==> src/logic/fetch_params.svh <==
`ifndef FETCH_PARAMS_SVH
`define FETCH_PARAMS_SVH

`define PC_WIDTH            32
`define WORD_WIDTH          32
`define GPR_ADDR_WIDTH      5
`define IMEM_DEPTH          256
`define IMEM_ADDR_WIDTH     8

`define OP_JAL              7'b1101111
`define OP_JALR             7'b1100111
`define OP_BRANCH           7'b1100011

`define INSN_MSB            31
`define ALL_TYPE_OPCODE     6:0

`define I_TYPE_RS1          19:15
`define I_TYPE_IMM          31:20

`define J_TYPE_IMM_20       31
`define J_TYPE_IMM_10_1     30:21
`define J_TYPE_IMM_11       20
`define J_TYPE_IMM_19_12    19:12

`define B_TYPE_IMM_12       31
`define B_TYPE_IMM_10_5     30:25
`define B_TYPE_IMM_4_1      11:8
`define B_TYPE_IMM_11       7

`endif

==> src/logic/fetch_pkg.sv <==
`include "fetch_params.svh"

package fetch_pkg;

    typedef struct packed {
        logic                           taken;
        logic [`PC_WIDTH-1:0]           addr;
    } redirect_t;

    typedef struct packed {
        logic                           trap_happened;
        logic                           mret_en;
        logic [`PC_WIDTH-1:0]           ctrl_pc;
    } trap_ctrl_t;

    typedef struct packed {
        logic                           we;     // active high
        logic [`GPR_ADDR_WIDTH-1:0]     addr;
        logic [`WORD_WIDTH-1:0]         data;
    } gpr_wr_t;

    typedef struct packed {
        logic                           alu2gpr_in_id_ex;
        logic                           alu2gpr_in_ex_mem;
        logic                           load_in_id_ex;
        logic                           load_in_ex_mem;
        logic                           load_after_storing_en;
        logic                           loading_after_store_en;
        logic [`GPR_ADDR_WIDTH-1:0]     id_dst_addr;
        logic [`GPR_ADDR_WIDTH-1:0]     ex_dst_addr;
    } pipe_hazard_t;

    typedef struct packed {
        logic [`WORD_WIDTH-1:0]         alu_out;
        logic [`WORD_WIDTH-1:0]         ex_alu_out;
        logic [`WORD_WIDTH-1:0]         ex_store_data;
        logic [`WORD_WIDTH-1:0]         prev_ex_store_data;
    } fwd_data_t;

    typedef struct packed {
        logic                           we;
        logic [`IMEM_ADDR_WIDTH-1:0]    addr;   // word index
        logic [`WORD_WIDTH-1:0]         data;
    } imem_wr_t;

    // adder base for the predicted target
    typedef enum logic [1:0] {
        BASE_PC,
        BASE_ZERO,
        BASE_X1,
        BASE_RS1
    } jump_base_e;

endpackage

==> src/logic/gpr_file.sv <==
`timescale 1ns/1ps
`include "fetch_params.svh"

module gpr_file (
    input  logic                            clk,
    input  logic                            rst_n,
    input  fetch_pkg::gpr_wr_t              gpr_wr,
    input  logic [`GPR_ADDR_WIDTH-1:0]      rd_addr,
    output logic [`WORD_WIDTH-1:0]          rd_data,
    output logic [`WORD_WIDTH-1:0]          gpr_x1
);

    logic [`WORD_WIDTH-1:0] regs [2**`GPR_ADDR_WIDTH];
    logic                   wr_en;

    assign wr_en = gpr_wr.we && (gpr_wr.addr != '0);    // x0 stays zero

    always_ff @(posedge clk or negedge rst_n) begin
        if (!rst_n) begin
            for (int i = 0; i < 2**`GPR_ADDR_WIDTH; i++) begin
                regs[i] <= '0;
            end
        end else if (wr_en) begin
            regs[gpr_wr.addr] <= gpr_wr.data;
        end
    end

    assign rd_data = regs[rd_addr];             // predictor port
    assign gpr_x1  = regs[`GPR_ADDR_WIDTH'd1];  // return address tap

endmodule

==> config.mk <==
export PLATFORM = sky130hd
export DESIGN_NAME = gpr_file
export DESIGN_NICKNAME = d
export VERILOG_FILES = /design/src/logic/fetch_pkg.sv /design/src/logic/gpr_file.sv
export VERILOG_INCLUDE_DIRS = /design/src /design/src/logic
export SDC_FILE = /design/constraint.sdc
export NUM_CORES = 1
export LEC_CHECK = 0
export BUFFER_PORTS_ARGS = -buffer_cell sky130_fd_sc_hd__buf_2
export CORE_MARGIN = 10
export CORE_UTILIZATION = 57
export DETAILED_ROUTE_END_ITERATION = 8
export GPL_TIMING_DRIVEN = 0
export HOLD_SLACK_MARGIN = 0.12
export PLACE_DENSITY = 0.87
export SLEW_MARGIN = 10
export SYNTH_ARGS = -nofsm -noshare
export SYNTH_HDL_FRONTEND = slang
export SYNTH_SLANG_ARGS = --single-unit
==> constraint.sdc <==
create_clock -name clk -period 1.37 [get_ports clk]
set_input_delay 0.0685 -clock clk [delete_from_list [all_inputs] [get_ports clk]]
set_output_delay 0.0685 -clock clk [all_outputs]
set_load 0.01 [all_outputs]
# After elaboration in Yosys (flattened, before gate mapping)
# Index checks and enable logic that the tools add are counted.
# word_totals
mem_count	0
register_bits	1024
latch_bits	0
in_bits	45
output_inout_bits	64
romBits	0
mem_bits_rw	0
# classes
n_shift	0
bitwise_logic	2
div	0
eq_ne	0
order_cmp	3
mux	6
n_reduce_logical	3
mul	0
n_addsub	0
# ops
cell	n
$bwmux W1024	1
$bmux W32 S5	1
$demux W32 S5	1
$mux W32	3
$ge A6 B6 Y1 const B	2
$not A5 Y6	2
$lt A6 B1 Y1 const B	1
$reduce_bool A5 Y1	1
$logic_and A1 B1 Y1	2

# Depth between registers and ports, before layout
# Gate-level depths: netlist of run 1.
# logic_depth
ltp_word	6
mapped_depth	8
mapped_depth_nobuf	5

# Worst setup path before layout of run 1
# OpenSTA, ideal clock, no wires.
# synth_timing
path_kind	input-to-reg
startpoint	in gpr_wr[35] (netlist bit)
endpoint	reg regs[363] (netlist bit)
t_arrival_ns	1.372
path_stages	6
t_required_ns	1.242
slack_ns	-0.130
cell_sequence	buf_2 > nand4b_1 > or3_1 > clkbuf_1 > buf_2 > mux2_1
# synth_via
elab_chain_cells	6
word_cells_on_any_way	9
cone_classes	order compare: 2; mux: 3; bitwise: 1; reduce/logical: 3
# synth_lines
element	line	source
start, declared	gpr_file.sv:7	input fetch_pkg::gpr_wr_t gpr_wr,
$not A5 Y6 (not written as such)	gpr_file.sv:24	regs[gpr_wr.addr] <= gpr_wr.data;
$ge A6 B6 Y1 (not written as such) / $lt A6 B1 Y1 (equally long branches)	gpr_file.sv:24	
$logic_and A1 B1 Y1 (not written as such)	gpr_file.sv:24	
$mux W32 (not written as such)	gpr_file.sv:24	
$demux W32 S5	gpr_file.sv:24	
$bwmux W1024	gpr_file.sv:24	
end signal, assigned by index	gpr_file.sv:24	
end, declared	gpr_file.sv:13	logic [`WORD_WIDTH-1:0] regs [2**`GPR_ADDR_WIDTH];
# Parallel ways exist; a longest one is shown, timed or not.
# A chain may end at the register's enable or synchronous reset.

# Worst setup path in the final report of run 1
# layout_timing
startpoint	reg regs[800] (netlist bit)
endpoint	out rd_data[0]
# layout_via
elab_chain_cells	3
# layout_lines
element	line	source
$bmux W32 S5	gpr_file.sv:28	assign rd_data = regs[rd_addr];
$mux W32 (not written as such) (2 in series)	gpr_file.sv:28	
end, declared	gpr_file.sv:9	output logic [`WORD_WIDTH-1:0] rd_data,
# No other way between the ends. The select of a mux whose other input is x is not followed.

==> impl_results.md, run 1 <==
* First-pass GRT wire length at 200000 um
* Worst slew pin tran at 0.880 ns
* Arrival time of data at the critical path endpoint at 2.22 ns
* Reg-to-reg setup timing slack at 0.34 ns
* Area of all placed cells without fillers at 54400 sq um
* Initial core utilization at 0.574
* Failing checks: negative hold slack, negative setup slack
* Yosys warnings at 0
* GR Overflow Total at 0
* Combined area of the multi-input logic cells at 20200 sq um
* Worst clock skew at 0 ns
* XOR/XNOR Fraction of Synth Area at 0
* Num CTS Buffers at 98
* DR DRC count at 0
* HPWL reported at the end of detailed placement at 94900 um
* Max-capacitance violation count at 0
* Simple-gate area share of the yosys netlist at 0.0276
* Clock insertion delay at the later pin of the skew report at 0.65 ns
* Highest achievable clock rate at 0.437 GHz
* Standard cell area after detailed placement at 49200 sq um
* Critical Path RT at 1.30 ns
* Number of antenna violations at the first check in global routing at 8
* Global-route usage over all layers at 0.280
* Initial drt markers at 3295
* Number of distinct standard cells referenced by the synthesized netlist at 25
* Non-Filler Instances at 4909
* # clock sinks at 1024
* Number of placed I/O pins at 109
* Sequential share of power at 0.478
* Ratio of final minimum period to clock period at 1.67
* Number of nets produced by synthesis at 3528
* Via count of the first global-routing pass at 31900
* Die Area at 94300 sq um
* PnR Total Power at 82200 uW
* Startpoint-to-endpoint class of the critical path: reg -> out
* Switching share of total power at 0.267
* TritonCTS clock tree: yes
* Die Ht at 307 um
* Area taken by flip-flops and latches at 25600 sq um
* Number of nets in the layout at 3800
* Final worst path period need at 2.29 ns
* Min setup slack post-route at -0.921 ns
* Switching power of the nets at 21900 uW
* Number of failing hold endpoints at the final stage at 240
* Rel. slew slack at 0.413
* Area of the core region at 81800 sq um
* Type of element capturing the critical path: output pin
* Logic depth of the worst register-to-register path at 3
* WHS at -0.650 ns
* Total Routed Length at 136000 um
* Count of input and output buffers at 105
* Min-delay worst type: in -> async
* Final count of pins violating max slew at 0
* Share of the synthesized area in compound gates (AO/OA/AOI/OAI) at 0.0418
* Pre-Repair DR Iteration Count at 6
* Remaining number of nets flagged by the antenna check after routing at 0
* Run status: complete, but fails checks
* Maximum fanout encountered on the critical timing path at 2
* Fraction of power consumed by the clock network at 0.345
* Post-synthesis cell area at 47000 sq um
* Power density of the placed cells at 1510 nW/um^2
* Worst-case clock buffer depth at 3
* WL/cell at 27.7 um
* Mux cell area share after synthesis at 0.347
* # H-tree levels at 3
* Fill cell instance count of the final layout at 5327
* Routability Congestion at 0.979
* RSZ-0062 raised after global routing: yes
* Type of element launching the critical path: register
* Num rows at 105
* Cell at the root of the clock tree: clkbuf_16
* Number of vias after detailed routing at 31100
* Combinational share of power at 0.177
* Setup-failing EPs final at 74
* Avg Inst Size Synth at 13.5 sq um
* Largest net degree at the start of global routing at 162
* Fraction of the yosys area taken by sequential cells at 0.546
* Vias per cell at 6.34
* Worst IR Drop VDD at 1.08 mV
* Pre-CTS setup slack at -1.62 ns
* Cell internal pwr at 60300 uW
* Share of the core filled with cells at 0.664
* Post-synthesis share of cell area spent on full adders, half adders and majority gates at 0
* Static leakage at 0.0259 uW
* Share of layout cells above drive strength 1 at 0.415
* Horizontal extent of the die at 307 um
* Synthesized netlist cell count at 3483
* Register bit count reported by yosys at 1024
* Layout overhead on the synthesized area at 15.8%
* Main combinational cell family by area after synthesis: multiplexers
* Placed cells at 4664
* Clock-pin slew of the registers on the worst-case setup and hold paths at 0.06 ns
sequential cells by signal, indices dropped and copies added, names as in the netlist:
signal  flops
gpr_x1     32
regs      992
per-layer routing:
layer	global-route usage	share of wire	wire, um	vias up
li1	-	-	-	13100
met1	0.338	0.38	52200	16100
met2	0.451	0.47	64000	1508
met3	0.0605	0.076	10400	491
met4	0.183	0.069	9360	2
met5	0	0.000096	13	-
stage by stage:
| stage | hold WS [ns] | setup TNS (ns) |
|---|---|---|
| detailed placement | 0.0835 | -916.52 |
| finish | -0.650 | -24.90 |
| CTS | -0.608 | -25.42 |
| floorplan | -0.227 | -8.86 |
| global placement | 0.387 | - |
| global route | -0.588 | -26.52 |
final timing paths:
| path | from | to |
|---|---|---|
| max in group asynchronous | rst_n | regs[178] |
| min | rst_n | gpr_x1[2] |
| min in group clk | gpr_wr[35] | regs[384] |
| min reg2reg | regs[1023] | regs[1023] |
| max reg2reg | gpr_x1[7] | gpr_x1[7] |
| max | regs[800] | rd_data[0] |
cell families after synthesis:
family	count (synthesis)
compound gates	288
buf+inv	388
flops	1024
mux	1504
simple gates	279
power groups by stage:
stage | logic, uW | registers (uW) | clock network [uW]
after global routing | 15600 | 39700 | 29700
after global placement | 12200 | 39100 | 0
final | 14600 | 39300 | 28400
after CTS | 14200 | 39000 | 28400
after floorplan | 9420 | 38400 | 0
after detailed placement | 12900 | 39400 | 0
cell usage after synthesis, drive strengths merged:
cell | count | area share
nor2b | 6 | 0.00080
nor2 | 14 | 0.0011
a21oi | 96 | 0.010
or2 | 1 | 0.00013
nor3b | 2 | 0.00053
clkbuf | 187 | 0.015
a22o | 64 | 0.012
a22oi | 96 | 0.015
dfrtp | 1024 | 0.55
nand4b | 3 | 0.00056
nand2 | 110 | 0.0088
nand3 | 97 | 0.010
a31oi | 32 | 0.0043
mux2i | 512 | 0.11
nor4 | 1 | 0.00027
nand4 | 1 | 0.00013
nor3 | 35 | 0.0037
nand2b | 5 | 0.00067
or3 | 3 | 0.00040
and2 | 1 | 0.00013
mux2 | 992 | 0.24
buf | 201 | 0.023
final cells by class:
class                           count  area share
Antenna cell                        9    0.000414
Sequential cell                  1024       0.471
Clock inverter                     26     0.00637
Multi-Input combinational cell   2071       0.371
Buffer                            360      0.0355
Clock buffer                      149      0.0555
Tap cell                         1070      0.0246
Timing Repair Buffer              200      0.0349
cell usage in the layout, fill, tap and decap left out, types with 13 or more instances in the layout:
cell / Yosys / final
clkbuf_8: 0 / 33
clkbuf_4: 0 / 16
nor3_4: 0 / 26
dfrtp_1: 1024 / 1023
clkbuf_2: 0 / 31
a22oi_1: 96 / 96
nand2_1: 110 / 110
nand3_1: 97 / 85
buf_2: 152 / 170
a31oi_1: 32 / 23
clkbuf_16: 0 / 104
buf_4: 36 / 58
mux2i_1: 512 / 510
clkbuf_1: 187 / 159
buf_6: 0 / 90
a22o_1: 64 / 64
dlygate4sd3_1: 0 / 33
mux2_2: 965 / 965
mux2_1: 27 / 21
a21oi_1: 96 / 96
clkinv_2: 0 / 13
critical path, stage by stage (launching register included):
cell and delay, ns:
dfrtp_1 0.43, mux2i_2 0.24, a22o_1 0.24, nor3_4 0.08, a31oi_2 0.25, nand3_1 0.15, buf_2 0.18
timing repair:
action                                  4_1_cts  5_1_grt
endpoints found under the setup margin      486      579
gates cloned                                  0        3
endpoints found under the hold margin       535      259
setup buffers                                30       36
resized for setup                           270       74
pin swaps                                    45       24
hold buffers                                 32        1
Note: power is estimated with default switching activity, not from simulation.
==> run 2, diff against run 1 <==
--- a/config.mk
+++ b/config.mk
@@ -6,6 +6,7 @@
 export SDC_FILE = /design/constraint.sdc
 export NUM_CORES = 1
 export LEC_CHECK = 0
+export ABC_CLOCK_PERIOD_IN_PS = 1370
 export BUFFER_PORTS_ARGS = -buffer_cell sky130_fd_sc_hd__buf_2
 export CORE_MARGIN = 10
 export CORE_UTILIZATION = 57
@@ -13,6 +14,7 @@
 export GPL_TIMING_DRIVEN = 0
 export HOLD_SLACK_MARGIN = 0.12
 export PLACE_DENSITY = 0.87
+export SKIP_LAST_GASP = 1
 export SLEW_MARGIN = 10
 export SYNTH_ARGS = -nofsm -noshare
 export SYNTH_HDL_FRONTEND = slang
==> impl_results.md, run 2 (synthesis results as in run 1) <==
* Critical Path RT at 1.30 ns (about the same)
* Count of input and output buffers at 105 (unchanged)
* RSZ-0062 raised after global routing: yes
* Register name with the most flops: regs
* Number of vias after detailed routing at 31100 (+0.022%)
* # H-tree levels at 3 (unchanged)
* Most frequent standard cell in the layout excluding fill and tap cells: dfrtp_1
* Via count of the first global-routing pass at 31900 (+0.0063%)
* Num CTS Buffers at 98 (unchanged)
* Number of antenna violations at the first check in global routing at 8 (unchanged)
* Cell at the root of the clock tree: clkbuf_16
* Min-delay worst type: in -> async
* Worst clock skew at 0 ns (unchanged)
* Switching power of the nets at 21900 uW (about the same)
* Number of flip-flops under the largest register name at 992 (unchanged)
* Pre-Repair DR Iteration Count at 5 (-1)
* Total Routed Length at 136000 um (-0.15%)
* Type of element launching the critical path: register
* Die Ht at 307 um (unchanged)
* Initial core utilization at 0.574 (unchanged)
* Run status: complete, but fails checks
* Power density of the placed cells at 1510 nW/um^2 (about the same)
* GR Overflow Total at 0 (unchanged)
* Most used cells in the layout excluding fill and tap cells: 1023 x dfrtp_1, 965 x mux2_2, 510 x mux2i_1
* Fill cell instance count of the final layout at 5339 (+0.23%)
* Number of placed I/O pins at 109 (unchanged)
* PnR Total Power at 82200 uW (about the same)
* Final worst path period need at 2.30 ns (+0.00745 ns)
* Cell internal pwr at 60200 uW (about the same)
* Clock-pin slew of the registers on the worst-case setup and hold paths at 0.06 ns (about the same)
* Maximum fanout encountered on the critical timing path at 2 (unchanged)
* Sequential share of power at 0.478 (about the same)
* Clock insertion delay at the later pin of the skew report at 0.65 ns (about the same)
* Global-route usage over all layers at 0.280 (about the same)
* Hold bufs inserted after CTS at 32 (unchanged)
* Largest net degree at the start of global routing at 162 (unchanged)
* WHS at -0.641 ns (+0.00926 ns)
* Fraction of power consumed by the clock network at 0.346 (about the same)
* Setup-failing EPs final at 73 (-1.4%)
* Min setup slack post-route at -0.928 ns (-0.00745 ns)
* First-pass GRT wire length at 200000 um (about the same)
* Failing checks: negative hold slack, negative setup slack
* Combinational share of power at 0.177 (about the same)
* Initial drt markers at 3560 (+8.0%)
* DR DRC count at 0 (unchanged)
* Layout overhead on the synthesized area at 15.7% (about the same)
* Highest achievable clock rate at 0.435 GHz (-0.32%)
* Num rows at 105 (unchanged)
* Static leakage at 0.0259 uW (about the same)
* Arrival time of data at the critical path endpoint at 2.23 ns (about the same)
* Final count of pins violating max slew at 0 (unchanged)
* WL/cell at 27.7 um (about the same)
* Share of layout cells above drive strength 1 at 0.414 (-0.000720)
* Die Area at 94300 sq um (unchanged)
* Horizontal extent of the die at 307 um (unchanged)
* Setup_tns at -25.23 ns (-0.324 ns)
* Switching share of total power at 0.267 (about the same)
* TritonCTS clock tree: yes
* Placed cells at 4664 (unchanged)
* # clock sinks at 1024 (unchanged)
* Worst IR Drop VDD at 1.04 mV (-3.7%)
* Type of element capturing the critical path: output pin
* Ratio of final minimum period to clock period at 1.68 (+0.00543)
* HPWL reported at the end of detailed placement at 94900 um (unchanged)
* Startpoint-to-endpoint class of the critical path: reg -> out
* Worst-case clock buffer depth at 3 (unchanged)
* Rel. slew slack at 0.417 (+0.00334)
* Share of the core filled with cells at 0.664 (about the same)
* Non-Filler Instances at 4905 (-0.081%)
* Number of nets in the layout at 3797 (-0.079%)
* Area of the core region at 81800 sq um (unchanged)
* Vias per cell at 6.35 (+0.10%)
* Worst slew pin tran at 0.875 ns (-0.00501 ns)
* Number of failing hold endpoints at the final stage at 208 (-13%)
* Max-capacitance violation count at 0 (unchanged)
* Remaining number of nets flagged by the antenna check after routing at 0 (unchanged)
* Routability Congestion at 0.979 (unchanged)
run 2: changes by cell type in the layout (fill, tap and decap cells not counted):
| cell | delta |
|---|---|
| clkbuf_4 | +1 |
| dlygate4sd3_1 | -1 |
| clkbuf_1 | +1 |
| a31oi_2 | +1 |
| buf_6 | -3 |
| nand3_1 | +2 |
| diode_2 | -1 |
| buf_8 | +1 |
| nand3_2 | -2 |
| a31oi_1 | -1 |
| clkbuf_2 | -1 |
| buf_2 | -1 |
run 2: path summary, 6_finish.rpt:
check | start | to | slack (ns) | cells past startpoint
setup / recovery | regs[800] | rd_data[0] | -0.93 | 6
hold / removal | rst_n | gpr_x1[2] | -0.64 | 1
setup reg to reg | gpr_x1[16] | gpr_x1[16] | 0.34 | 3
hold reg to reg | regs[1023] | regs[1023] | 0.46 | 1
max in group asynchronous | rst_n | regs[475] | 0.31 | 3
min in group clk | gpr_wr[35] | regs[384] | 0.01 | 4
run 2: cell type report:
class                           instances  area (sq um)  area share
Multi-Input combinational cell       2071         20200       0.372
Timing Repair Buffer                  197          1860      0.0343
Tap cell                             1070          1340      0.0246
Clock inverter                         26           347     0.00638
Buffer                                360          1940      0.0356
Sequential cell                      1024         25600       0.472
Antenna cell                            8          20.0    0.000368
Clock buffer                          149          3020      0.0555
run 2: what timing repair did:
action / 4_1_cts / 5_1_grt
endpoints found under the hold margin: 535 / 207
setup buffers: 30 / 34
setup endpoints to repair: 486 / 1053
gates resized for setup: 256 / 79
pin swaps: 45 / 33
cloned: 0 / 3
run 2: power groups by stage:
stage	registers [uW]	clock network, uW	logic [uW]
6_report	39300	28400	14500
3_3_place_gp	39100	0	12200
5_1_grt	39700	29700	15500
2_1_floorplan	38400	0	9420
4_1_cts	39000	28400	14100
3_5_place_dp	39400	0	12900
run 2: metrics by stage:
| step | hold slack [ns] | worst slack (ns) | area [sq um] |
|---|---|---|---|
| 6_report | -0.641 | -0.928 | 54300 |
| 5_1_grt | -0.593 | -0.907 | 54300 |
| 4_1_cts | -0.608 | -0.804 | 54000 |
| 3_5_place_dp | 0.0835 | -1.62 | 49200 |
| 3_3_place_gp | 0.387 | -21.10 | 49000 |
| 2_1_floorplan | -0.227 | -0.102 | 47100 |
run 2: metal layers:
layer / up-vias / GRT usage / part of all wire
met2: 1569 / 0.452 / 0.47
met3: 488 / 0.0577 / 0.078
met5: - / 0 / 0.00015
met4: 4 / 0.182 / 0.070
met1: 16000 / 0.339 / 0.38
li1: 13100 / - / -
run 2: critical path: stages (launching register included):
cell	delay, ns
dfrtp_1	0.43
mux2i_2	0.25
a22o_1	0.24
nor3_4	0.08
a31oi_2	0.25
nand3_1	0.15
buf_2	0.18
==> run 3, diff against run 2 <==
--- a/config.mk
+++ b/config.mk
@@ -10,6 +10,7 @@
 export BUFFER_PORTS_ARGS = -buffer_cell sky130_fd_sc_hd__buf_2
 export CORE_MARGIN = 10
 export CORE_UTILIZATION = 57
+export CTS_BUF_LIST = sky130_fd_sc_hd__clkbuf_8 sky130_fd_sc_hd__clkbuf_16
 export DETAILED_ROUTE_END_ITERATION = 8
 export GPL_TIMING_DRIVEN = 0
 export HOLD_SLACK_MARGIN = 0.12
==> impl_results.md, run 3 (synthesis results as in run 1) <==
* Run status: complete, but fails checks
* Failing checks: negative hold slack, negative setup slack
* Largest net degree at the start of global routing at 162 (unchanged)
* Cell chain of the critical path: mux2i_2 -> a22o_1 -> nor3_4 -> a31oi_2 -> nand3_1 -> buf_2
* Setup-failing EPs final at 94 (+29%)
* Max-capacitance violation count at 0 (unchanged)
* Number of placed I/O pins at 109 (unchanged)
* Fraction of power consumed by the clock network at 0.345 (about the same)
* Logic depth of the worst register-to-register path at 3 (unchanged)
* Initial core utilization at 0.574 (unchanged)
* Clock-pin slew of the registers on the worst-case setup and hold paths at 0.06 ns (about the same)
* Via count of the first global-routing pass at 31900 (-0.0063%)
* Ratio of final minimum period to clock period at 1.68 (+0.00332)
* Endpoint of the worst-slack reg-to-reg timing path: gpr_x1[7]
* Combinational share of power at 0.177 (about the same)
* Final count of pins violating max slew at 0 (unchanged)
* Most frequent standard cell in the layout excluding fill and tap cells: dfrtp_1
* HPWL reported at the end of detailed placement at 94900 um (unchanged)
* Worst path top cell family by delay: compound AO/OA/AOI/OAI gates
* Number of nets in the layout at 3797 (unchanged)
* Initial drt markers at 3401 (-4.5%)
* # H-tree levels at 3 (unchanged)
* TritonCTS clock tree: yes
* First-pass GRT wire length at 200000 um (about the same)
* Total Routed Length at 136000 um (about the same)
* # clock sinks at 1024 (unchanged)
* Highest achievable clock rate at 0.434 GHz (-0.20%)
* Vias per cell at 6.35 (about the same)
* Min setup slack post-route at -0.933 ns (-0.00454 ns)
* Setup_tns at -25.46 ns (-0.238 ns)
* Number of antenna violations at the first check in global routing at 8 (unchanged)
* Register name with the most flops: regs
* Switching power of the nets at 21900 uW (about the same)
* Min-delay worst type: in -> async
* Arrival time of data at the critical path endpoint at 2.23 ns (about the same)
* Type of element capturing the critical path: output pin
* Remaining number of nets flagged by the antenna check after routing at 0 (unchanged)
* Static leakage at 0.0259 uW (+0.27%)
* PnR Total Power at 82000 uW (-0.13%)
* Library cell contributing the largest single delay on the critical path: dfrtp_1
* Final worst path period need at 2.30 ns (+0.00454 ns)
* Rel. slew slack at 0.406 (-0.0104)
* Worst slew pin tran at 0.891 ns (+0.0157 ns)
* Layout overhead on the synthesized area at 15.7% (about the same)
* Count of input and output buffers at 105 (unchanged)
* Pre-Repair DR Iteration Count at 6 (+1)
* Area taken by flip-flops and latches at 25600 sq um (unchanged)
* Global-route usage over all layers at 0.280 (about the same)
* Horizontal extent of the die at 307 um (unchanged)
* WHS at -0.650 ns (-0.00924 ns)
* Die Ht at 307 um (unchanged)
* Placed cells at 4664 (unchanged)
* Fill cell instance count of the final layout at 5340 (+0.019%)
* Cell internal pwr at 60100 uW (-0.21%)
* Die Area at 94300 sq um (unchanged)
* Type of element launching the critical path: register
* Non-Filler Instances at 4904 (-0.020%)
* RSZ-0062 raised after global routing: yes
* Power density of the placed cells at 1510 nW/um^2 (-0.13%)
* Area of the core region at 81800 sq um (unchanged)
* Hold bufs inserted after CTS at 32 (unchanged)
* Number of failing hold endpoints at the final stage at 223 (+7.2%)
* Maximum cell stage delay along the critical path at 0.43 ns (about the same)
* Worst-case clock buffer depth at 3 (unchanged)
* Share of the core filled with cells at 0.664 (about the same)
* Num CTS Buffers at 98 (unchanged)
* Reg-to-reg setup timing slack at 0.34 ns (about the same)
* Worst IR Drop VDD at 1.04 mV (-0.50%)
* Worst flop-to-flop path startpoint: gpr_x1[7]
* DR DRC count at 0 (unchanged)
* Number of flip-flops under the largest register name at 992 (unchanged)
* Cell at the root of the clock tree: clkbuf_16
* Num rows at 105 (unchanged)
* Switching share of total power at 0.267 (+0.000584)
* Routability Congestion at 0.979 (unchanged)
* WL/cell at 27.7 um (about the same)
* Number of vias after detailed routing at 31200 (+0.026%)
* Clock insertion delay at the later pin of the skew report at 0.65 ns (about the same)
* Share of layout cells above drive strength 1 at 0.414 (unchanged)
* Maximum fanout encountered on the critical timing path at 2 (unchanged)
* Sequential share of power at 0.478 (about the same)
* GR Overflow Total at 0 (unchanged)
* Most used cells in the layout excluding fill and tap cells: 1023 x dfrtp_1, 965 x mux2_2, 510 x mux2i_1
* Critical Path RT at 1.30 ns (about the same)
* Startpoint-to-endpoint class of the critical path: reg -> out
* Worst clock skew at 0 ns (unchanged)
* Buffers & Inverters on Critical Path at 1 (unchanged)
* Combined area of the multi-input logic cells at 20200 sq um (unchanged)
==> run 3: cell types whose count changed in the layout (fill, tap and decap cells not counted) <==
cell	change
inv_1	+17
diode_2	-1
clkbuf_1	-17
==> run 3: worst reg2reg max path: cells and delay by family (launching register included) <==
kind     cells  cell delay (ns)
buf+inv      2             0.25
flops        1             0.40
mux          1             0.26
==> run 3: power by group through the flow <==
stage	sequential, uW	combinational, uW	clock (uW)
detailed placement	39400	12900	0
CTS	39000	14100	28300
floorplan	38400	9420	0
global route	39700	15500	29600
global placement	39100	12200	0
finish	39200	14500	28300
==> run 3: cell type report <==
type / count / area share
Multi-Input combinational cell: 2071 / 0.372
Clock buffer: 132 / 0.0544
Sequential cell: 1024 / 0.472
Buffer: 360 / 0.0356
Timing Repair Buffer: 197 / 0.0343
Tap cell: 1070 / 0.0246
Clock inverter: 43 / 0.00755
Antenna cell: 7 / 0.000322
==> run 3: worst max-delay path by stage <==
| stage | slack (ns) | cells after the start | endpoint | from |
|---|---|---|---|---|
| floorplan | -0.10 | 6 | regs[363] | gpr_wr[35] |
| global placement | -21.10 | 1 | regs[141] | rst_n |
| detailed placement | -1.62 | 8 | rd_data[6] | rd_addr[0] |
| CTS | -0.80 | 6 | rd_data[22] | regs[918] |
| global route | -0.91 | 6 | rd_data[24] | regs[792] |
| finish | -0.93 | 6 | rd_data[0] | regs[800] |
==> run 3: stage by stage <==
step	setup slack, ns	instance area [sq um]	hold WS [ns]
floorplan	-0.102	47100	-0.227
global placement	-21.10	49000	0.387
detailed placement	-1.62	49200	0.0835
CTS	-0.804	54000	-0.608
global route	-0.907	54300	-0.593
finish	-0.933	54300	-0.650
==> run 3: repair_timing <==
item,CTS,global route
gates cloned,0,3
hold endpoints to repair,535,206
buffers inserted,30,34
endpoints found under the setup margin,486,1053
resized for setup,256,79
pin swaps,45,33
==> run 3: per-layer routing <==
metal | part of all wire | global-route usage
met1 | 0.38 | 0.340
met3 | 0.080 | 0.0576
met4 | 0.068 | 0.183
met2 | 0.47 | 0.451
met5 | 0.00055 | 0
